`config.mk`:
```
export PLATFORM = sky130hd
export DESIGN_NAME = csr_subsystem
export DESIGN_NICKNAME = d
export VERILOG_FILES = /design/src/verilog/csr_pkg.sv /design/src/verilog/csr_bus_if.sv /design/src/verilog/csr_arbiter.sv /design/src/verilog/csr_file.sv /design/src/verilog/csr_counters.sv /design/src/verilog/csr_subsystem.sv
export SDC_FILE = /design/constraint.sdc
export NUM_CORES = 1
export LEC_CHECK = 0
export ABC_AREA = 0
export BUFFER_PORTS_ARGS = -buffer_cell sky130_fd_sc_hd__buf_2
export CAP_MARGIN = 30
export CORE_MARGIN = 3
export CORE_UTILIZATION = 60
export DETAILED_ROUTE_END_ITERATION = 8
export PLACE_DENSITY = 0.87
export SETUP_SLACK_MARGIN = 0.2
export SLEW_MARGIN = 15
export SYNTH_ARGS = -nofsm -noshare
export SYNTH_HDL_FRONTEND = slang
export SYNTH_SLANG_ARGS = --single-unit
export TNS_END_PERCENT = 30
```
`constraint.sdc`:
```
create_clock -name i_clock -period 8.3 [get_ports i_clock]
set_input_delay 1.66 -clock i_clock [delete_from_list [all_inputs] [get_ports i_clock]]
set_output_delay 1.66 -clock i_clock [all_outputs]
set_load 0.05 [all_outputs]
```
`src/verilog/csr_pkg.sv`:
```
package csr_pkg;

	// Widths with a meaning of their own.
	typedef logic [11:0] csr_index_t;
	typedef logic [31:0] csr_data_t;
	typedef logic [63:0] counter_t;

	// Machine trap setup and handling.
	localparam csr_index_t CSR_MSTATUS = 12'h300;
	localparam csr_index_t CSR_MIE = 12'h304;
	localparam csr_index_t CSR_MTVEC = 12'h305;
	localparam csr_index_t CSR_MSCRATCH = 12'h340;
	localparam csr_index_t CSR_MEPC = 12'h341;
	localparam csr_index_t CSR_MCAUSE = 12'h342;
	localparam csr_index_t CSR_MIP = 12'h344;

	// Unprivileged counters, low and high halves.
	localparam csr_index_t CSR_CYCLE = 12'hC00;
	localparam csr_index_t CSR_TIME = 12'hC01;
	localparam csr_index_t CSR_INSTRET = 12'hC02;
	localparam csr_index_t CSR_CYCLEH = 12'hC80;
	localparam csr_index_t CSR_TIMEH = 12'hC81;
	localparam csr_index_t CSR_INSTRETH = 12'hC82;

	// Machine identity, read only.
	localparam csr_index_t CSR_MVENDORID = 12'hF11;
	localparam csr_index_t CSR_MARCHID = 12'hF12;
	localparam csr_index_t CSR_MIMPID = 12'hF13;
	localparam csr_index_t CSR_MHARTID = 12'hF14;

	// Standard mcause codes.
	// Interrupts carry bit 31; ecall is an exception.
	localparam csr_data_t CAUSE_EXTERNAL = 32'h8000_000B;
	localparam csr_data_t CAUSE_TIMER = 32'h8000_0007;
	localparam csr_data_t CAUSE_ECALL = 32'h0000_000B;

endpackage

```
`src/verilog/csr_bus_if.sv`:
```
interface csr_bus_if import csr_pkg::*; ();

	// One CSR access per cycle.
	csr_index_t index;
	csr_data_t wdata;
	logic write;
	logic read;

	// Combinational from index.
	csr_data_t rdata;

	modport requester (
		output index,
		output wdata,
		output write,
		output read,
		input rdata
	);

	modport responder (
		input index,
		input wdata,
		input write,
		input read,
		output rdata
	);

endinterface

```
`src/verilog/csr_arbiter.sv`:
```
module csr_arbiter import csr_pkg::*; (
	// Core pipeline port.
	input csr_index_t i_core_index,
	input csr_data_t i_core_wdata,
	input logic i_core_write,
	input logic i_core_read,
	output csr_data_t o_core_rdata,

	// Debug port.
	input csr_index_t i_dbg_index,
	input csr_data_t i_dbg_wdata,
	input logic i_dbg_write,
	input logic i_dbg_read,
	output csr_data_t o_dbg_rdata,
	output logic o_dbg_ack,

	csr_bus_if.requester bus
);

	logic core_active;
	logic dbg_active;

	assign core_active = i_core_write | i_core_read;
	assign dbg_active = i_dbg_write | i_dbg_read;

	// Core always wins the bus.
	always_comb begin
		if (core_active) begin
			bus.index = i_core_index;
			bus.wdata = i_core_wdata;
			bus.write = i_core_write;
			bus.read = i_core_read;
		end else begin
			bus.index = i_dbg_index;
			bus.wdata = i_dbg_wdata;
			bus.write = i_dbg_write;
			bus.read = i_dbg_read;
		end
	end

	// Both sides see the same read data.
	assign o_core_rdata = bus.rdata;
	assign o_dbg_rdata = bus.rdata;

	// Debug holds its strobe until acknowledged.
	assign o_dbg_ack = dbg_active & ~core_active;

endmodule

```
`src/verilog/csr_file.sv`:
```
module csr_file import csr_pkg::*; #(
	parameter csr_data_t VENDORID = '0,
	parameter csr_data_t ARCHID = '0,
	parameter csr_data_t IMPID = '0,
	parameter csr_data_t HARTID = '0
) (
	input logic i_clock,
	input logic i_reset,

	csr_bus_if.responder bus,

	// Counter values.
	input counter_t i_cycle,
	input counter_t i_time,
	input counter_t i_retired,

	// Interrupt sources.
	input logic i_timer_interrupt,
	input logic i_external_interrupt,
	input logic i_ecall,
	input logic i_mret,

	// Interrupt issue to the core.
	input logic i_irq_dispatched,
	input csr_data_t i_irq_epc,
	output logic o_irq_pending,
	output csr_data_t o_irq_pc,
	output csr_data_t o_epc
);

	// Bit positions in mstatus, mie and mip.
	localparam int MSTATUS_MIE = 3;
	localparam int MSTATUS_MPIE = 7;
	localparam int IRQ_MSI = 3;
	localparam int IRQ_MTI = 7;
	localparam int IRQ_MEI = 11;

	typedef enum logic {
		IRQ_IDLE,
		IRQ_PENDING
	} irq_state_t;

	irq_state_t irq_state;

	logic mstatus_mie;
	logic mstatus_mpie;
	logic mie_meie;
	logic mie_mtie;
	logic mie_msie;
	logic mip_meip;
	logic mip_mtip;
	logic mip_msip;
	csr_data_t mtvec;
	csr_data_t mscratch;
	csr_data_t mepc;
	csr_data_t mcause;

	csr_data_t mstatus;
	csr_data_t mie;
	csr_data_t mip;

	// One hot: external, timer, ecall.
	logic [2:0] irq_select;
	logic [2:0] irq_issued;
	csr_data_t irq_cause;
	logic irq_issue;

	always_comb begin
		mstatus = '0;
		mstatus[MSTATUS_MIE] = mstatus_mie;
		mstatus[MSTATUS_MPIE] = mstatus_mpie;
		mie = '0;
		mie[IRQ_MEI] = mie_meie;
		mie[IRQ_MTI] = mie_mtie;
		mie[IRQ_MSI] = mie_msie;
		mip = '0;
		mip[IRQ_MEI] = mip_meip;
		mip[IRQ_MTI] = mip_mtip;
		mip[IRQ_MSI] = mip_msip;
	end

	// Read mux.
	always_comb begin
		bus.rdata = '0;
		if (bus.read) begin
			case (bus.index)
				CSR_MSTATUS: bus.rdata = mstatus;
				CSR_MIE: bus.rdata = mie;
				CSR_MTVEC: bus.rdata = mtvec;
				CSR_MSCRATCH: bus.rdata = mscratch;
				CSR_MEPC: bus.rdata = mepc;
				CSR_MCAUSE: bus.rdata = mcause;
				CSR_MIP: bus.rdata = mip;
				CSR_CYCLE: bus.rdata = i_cycle[31:0];
				CSR_CYCLEH: bus.rdata = i_cycle[63:32];
				CSR_TIME: bus.rdata = i_time[31:0];
				CSR_TIMEH: bus.rdata = i_time[63:32];
				CSR_INSTRET: bus.rdata = i_retired[31:0];
				CSR_INSTRETH: bus.rdata = i_retired[63:32];
				CSR_MVENDORID: bus.rdata = VENDORID;
				CSR_MARCHID: bus.rdata = ARCHID;
				CSR_MIMPID: bus.rdata = IMPID;
				CSR_MHARTID: bus.rdata = HARTID;
				default: bus.rdata = '0;
			endcase
		end
	end

	// Priority order external, timer, ecall.
	always_comb begin
		irq_select = 3'b000;
		irq_cause = CAUSE_ECALL;
		if (mip_meip) begin
			irq_select = 3'b100;
			irq_cause = CAUSE_EXTERNAL;
		end else if (mip_mtip) begin
			irq_select = 3'b010;
			irq_cause = CAUSE_TIMER;
		end else if (mip_msip) begin
			irq_select = 3'b001;
		end
	end

	assign irq_issue = (irq_state == IRQ_IDLE) && mstatus_mie && (|irq_select);

	always_ff @(posedge i_clock) begin
		if (i_reset) begin
			irq_state <= IRQ_IDLE;
			irq_issued <= 3'b000;
			mstatus_mie <= 1'b0;
			mstatus_mpie <= 1'b0;
			mie_meie <= 1'b0;
			mie_mtie <= 1'b0;
			mie_msie <= 1'b0;
			mip_meip <= 1'b0;
			mip_mtip <= 1'b0;
			mip_msip <= 1'b0;
			mtvec <= '0;
			mscratch <= '0;
			mepc <= '0;
			mcause <= '0;
		end else begin
			// Software writes first, so hardware updates below win.
			if (bus.write) begin
				case (bus.index)
					CSR_MSTATUS: begin
						mstatus_mie <= bus.wdata[MSTATUS_MIE];
						mstatus_mpie <= bus.wdata[MSTATUS_MPIE];
					end
					CSR_MIE: begin
						mie_meie <= bus.wdata[IRQ_MEI];
						mie_mtie <= bus.wdata[IRQ_MTI];
						mie_msie <= bus.wdata[IRQ_MSI];
					end
					CSR_MIP: begin
						// MEIP follows the external line only.
						mip_mtip <= bus.wdata[IRQ_MTI];
						mip_msip <= bus.wdata[IRQ_MSI];
					end
					CSR_MTVEC: mtvec <= bus.wdata;
					CSR_MSCRATCH: mscratch <= bus.wdata;
					CSR_MEPC: mepc <= bus.wdata;
					CSR_MCAUSE: mcause <= bus.wdata;
					default: ;
				endcase
			end

			// Latch enabled sources.
			if (i_external_interrupt && mie_meie) begin
				mip_meip <= 1'b1;
			end
			if (i_timer_interrupt && mie_mtie) begin
				mip_mtip <= 1'b1;
			end
			if (i_ecall && mie_msie) begin
				mip_msip <= 1'b1;
			end

			// Return from trap.
			if (i_mret) begin
				mstatus_mie <= mstatus_mpie;
				mstatus_mpie <= 1'b1;
			end

			case (irq_state)
				IRQ_IDLE: begin
					if (irq_issue) begin
						irq_state <= IRQ_PENDING;
						irq_issued <= irq_select;
						mcause <= irq_cause;
						mstatus_mpie <= mstatus_mie;
						mstatus_mie <= 1'b0;
					end
				end
				IRQ_PENDING: begin
					if (i_irq_dispatched) begin
						irq_state <= IRQ_IDLE;
						irq_issued <= 3'b000;
						mepc <= i_irq_epc;
						// Only the issued source is acknowledged.
						if (irq_issued[2]) begin
							mip_meip <= 1'b0;
						end
						if (irq_issued[1]) begin
							mip_mtip <= 1'b0;
						end
						if (irq_issued[0]) begin
							mip_msip <= 1'b0;
						end
					end
				end
				default: irq_state <= IRQ_IDLE;
			endcase
		end
	end

	// Trap vector captured at issue.
	always_ff @(posedge i_clock) begin
		if (i_reset) begin
			o_irq_pc <= '0;
		end else if (irq_issue) begin
			o_irq_pc <= mtvec;
		end
	end

	assign o_irq_pending = (irq_state == IRQ_PENDING);
	assign o_epc = mepc;

endmodule

```
`src/verilog/csr_counters.sv`:
```
module csr_counters import csr_pkg::*; #(
	parameter int FREQUENCY = 1000
) (
	input logic i_clock,
	input logic i_reset,
	output counter_t o_cycle,
	output counter_t o_time
);

	// Clocks per millisecond tick.
	localparam int PRESCALE = FREQUENCY / 1000;
	localparam int PRESCALE_WIDTH = (PRESCALE > 1) ? $clog2(PRESCALE) : 1;

	logic [PRESCALE_WIDTH-1:0] prescale;
	logic tick;

	assign tick = (prescale == PRESCALE_WIDTH'(PRESCALE - 1));

	always_ff @(posedge i_clock) begin
		if (i_reset) begin
			o_cycle <= '0;
		end else begin
			o_cycle <= o_cycle + 64'd1;
		end
	end

	// Wall time advances once per wrap.
	always_ff @(posedge i_clock) begin
		if (i_reset) begin
			prescale <= '0;
			o_time <= '0;
		end else begin
			if (tick) begin
				prescale <= '0;
				o_time <= o_time + 64'd1;
			end else begin
				prescale <= prescale + 1'b1;
			end
		end
	end

endmodule

```
`src/verilog/csr_subsystem.sv`:
```
module csr_subsystem import csr_pkg::*; #(
	parameter int FREQUENCY = 1000,
	parameter csr_data_t VENDORID = '0,
	parameter csr_data_t ARCHID = '0,
	parameter csr_data_t IMPID = '0,
	parameter csr_data_t HARTID = '0
) (
	input logic i_clock,
	input logic i_reset,

	// Core pipeline port.
	input csr_index_t i_core_index,
	input csr_data_t i_core_wdata,
	input logic i_core_write,
	input logic i_core_read,
	output csr_data_t o_core_rdata,

	// Debug port.
	input csr_index_t i_dbg_index,
	input csr_data_t i_dbg_wdata,
	input logic i_dbg_write,
	input logic i_dbg_read,
	output csr_data_t o_dbg_rdata,
	output logic o_dbg_ack,

	// Interrupt sources and trap control.
	input logic i_timer_interrupt,
	input logic i_external_interrupt,
	input logic i_ecall,
	input logic i_mret,
	input logic i_irq_dispatched,
	input csr_data_t i_irq_epc,

	// Retired instruction count from the pipeline.
	input counter_t i_retired,

	output logic o_irq_pending,
	output csr_data_t o_irq_pc,
	output csr_data_t o_epc
);

	counter_t cycle;
	counter_t wall_time;

	csr_bus_if bus ();

	csr_arbiter i_csr_arbiter (
		.i_core_index(i_core_index),
		.i_core_wdata(i_core_wdata),
		.i_core_write(i_core_write),
		.i_core_read(i_core_read),
		.o_core_rdata(o_core_rdata),
		.i_dbg_index(i_dbg_index),
		.i_dbg_wdata(i_dbg_wdata),
		.i_dbg_write(i_dbg_write),
		.i_dbg_read(i_dbg_read),
		.o_dbg_rdata(o_dbg_rdata),
		.o_dbg_ack(o_dbg_ack),
		.bus(bus.requester)
	);

	csr_file #(
		.VENDORID(VENDORID),
		.ARCHID(ARCHID),
		.IMPID(IMPID),
		.HARTID(HARTID)
	) i_csr_file (
		.i_clock(i_clock),
		.i_reset(i_reset),
		.bus(bus.responder),
		.i_cycle(cycle),
		.i_time(wall_time),
		.i_retired(i_retired),
		.i_timer_interrupt(i_timer_interrupt),
		.i_external_interrupt(i_external_interrupt),
		.i_ecall(i_ecall),
		.i_mret(i_mret),
		.i_irq_dispatched(i_irq_dispatched),
		.i_irq_epc(i_irq_epc),
		.o_irq_pending(o_irq_pending),
		.o_irq_pc(o_irq_pc),
		.o_epc(o_epc)
	);

	csr_counters #(
		.FREQUENCY(FREQUENCY)
	) i_csr_counters (
		.i_clock(i_clock),
		.i_reset(i_reset),
		.o_cycle(cycle),
		.o_time(wall_time)
	);

endmodule

```
==> reports/metrics.cfg <==
[run_status]
status = finished clean

[worst_setup_path]
worstSetupPathType = in2out
critPathLaunchType = input port
cp.arrival_ns = 5.58
crit_path_start = i_core_write
reg2regPathDepth = 7
reg2reg_from = i_csr_counters.o_time[1]$_SDFFE_PP0N_
cpMostUsedCell = buf_2
crit_chain = buf_2 -> or2_1 -> mux2i_1 -> or4_1 -> buf_4 -> nor2_1 -> a21oi_1 -> a31oi_1 -> buf_2
end_kind = output port
slowest_stage = nor2_1
critPathMaxFanout = 35
slowest_delay_ns = 0.73
required_ns = 6.64

[synth]
postSynth.asyncResetShare_pct = 0
yosys.area.top_type = dfxtp_1
avgSynthCellArea_um2 = 8.38
synth_common_cells = dfxtp_1 (301), nor2_1 (265), nand2_1 (165)
synth_edf_count = 0
synth.area.top_cells = dfxtp_1 (39%), nor2_1 (6.5%), a22oi_1 (4.8%), nand2_1 (4.0%), a211oi_1 (3.6%)
synth.most_common_cell = dfxtp_1
netlist_instances = 1834
synth_seq_cells = 301
seq_area_frac_synth_pct = 39.2
yosysWarnings = 0
synth.net_count = 2031
synth_cell_types = 72
synth_top_cell_area_share_pct = 39.2
synthFlopType = dfxtp_1
syn_area_um2 = 15400

[floorplanning]
num_rows = 57
io_pins = 325
die_x_um = 166
die_h_um = 166
coreArea_um2 = 24700
initial_core_util_pct = 62.1
dieArea_um2 = 27600

[placement]
pre_cts_ws_ns = 1.22
io_buffers = 324
dp_hpwl_mm = 42.2
post-place-cells = 2340
placed_cell_area_um2 = 16900
gp_congestion = 0.996

[drt]
firstDrtPassIters = 7
ant_nets = 0
via_per_inst = 6.71
routed_wl_mm = 57.6
drtIter0Drc = 2516
drc = 0
avgRoutedWirePerCell_um = 24.0
vias = 16076

[clocking]
ctsHoldBuffers = 0
cts.sinks = 301
cts_buffer_depth = 3
cts_tree = built
cts.clk_slew.worst_paths_ns = 0.06
root_buffer = clkbuf_16
post-cts-setup-buffers = 0
worst_skew_pair.late_latency_ns = 0.58
cts_resized = 0
cts_made_buffers = 31
htree_levels = 1

[grt]
grt_pass1_vias = 14750
track_usage_pct = 39.2
grt_pass1_wl_mm = 86.7
grt_start_max_net_pins = 97
grt_overflow = 0
antenna_found_initial = 0

[power_and_ir_drop]
p_total_mw = 3.04
ir_drop_uv = 154
p_leak_nw = 6.37
p_per_area_nw_per_um2 = 170

[final_layout]
final_util_pct = 72.3
finalNetCount = 2246
instances_no_fill = 2397
filler_cell_count = 1920
fin_area_um2 = 17900
drive_gt1_share_pct = 21.9
area_delta_synth_final_pct = 16.5
diodes = 0

[min_path]
hold_class = reg2reg
hold_depth = 1
hp-start = i_csr_file.irq_issued[2]$_SDFFE_PP0P_

[timing]
relSlewSlack_pct = 34.6
tightest_slew_ns = 0.979
worst_slack_ns = 1.06
hold_viol_final = 0
hold_ws_ns = 0.454
skew_ns = 0.0235
period_share_pct = 87.2
drv_slew = 0
grt_setup_unrepaired = false
period_needed_ns = 7.24
setup-tns-final_ns = 0
setup_viol = 0
fmax_mhz = 138

[run]
maxCapViolations = 0

[per-layer routing]
| layer | vias up | track usage (%) | wire [um] |
|---|---|---|---|
| met5 | - | 0 | 0 |
| met4 | 0 | 11.6 | 1950 |
| met3 | 162 | 9.14 | 7820 |
| met2 | 1245 | 62.2 | 26000 |
| met1 | 7540 | 53.7 | 21800 |
| li1 | 7129 | - | - |
[cell type report]
cell class,count,area [um2],area share [%]
Clock buffer,47,896,5.01
Clock inverter,10,115,0.643
Inverter,20,75.1,0.419
Multi-Input combinational cell,1341,8500,47.5
Sequential cell,301,6030,33.7
Tap cell,324,405,2.27
Timing Repair Buffer,354,1880,10.5
[layout by cell type, fill, tap and decap left out, types with 51 or more instances in the layout]
cell type	n
buf_2	323
dfxtp_1	301
nor2_1	264
nand2_1	165
a22oi_1	98
a21oi_1	77
a211oi_1	73
o22ai_1	63
xor2_1	60
xnor2_1	51
[critical path: cells and delay by family]
family / cells / cell delay, ns
buffers and inverters: 3 / 0.87
muxes: 1 / 0.43
AOI/OAI and AO/OA: 2 / 0.64
and+or+nand+nor: 3 / 1.96
[kinds of logic (layout without fill, tap and decap cells)]
logic type	Yosys count	count (layout)	share of synthesized area, %
DFF	301	301	39.2
AOI/OAI and AO/OA	467	467	22.5
other	1	1	0.0244
xor gates and xnor gates	111	111	6.33
buffers and inverters	192	431	6.05
adders and majority gates	2	2	0.163
muxes	54	54	3.55
and+or+nand+nor	706	706	22.2
[flip-flops by register name, summed over array words and instances (netlist names), 3 cells and up]
signal                  count
i_csr_counters.o_cycle     64
i_csr_file.o_irq_pc        32
i_csr_file.mtvec           32
i_csr_counters.o_time      64
i_csr_file.mscratch        32
i_csr_file.irq_issued       3
i_csr_file.o_epc           32
i_csr_file.mcause          32
[power breakdown]
part / total, mW / internal (mW) / switching, mW
Sequential: 1.45 / 1.45 / 0.00525
Clock: 1.39 / 0.806 / 0.587
Combinational: 0.192 / 0.0659 / 0.126
Total: 3.04 / 2.32 / 0.718
[final timing paths]
kind / endpoint / slack, ns
max: o_core_rdata[27] / 1.06
min: i_csr_file.mip_meip$_SDFF_PP0_ / 0.45
max reg2reg: i_csr_counters.o_time[62]$_SDFFE_PP0N_ / 5.16
min reg2reg: i_csr_file.mip_meip$_SDFF_PP0_ / 0.45
Power figures use the tool's default switching activity.
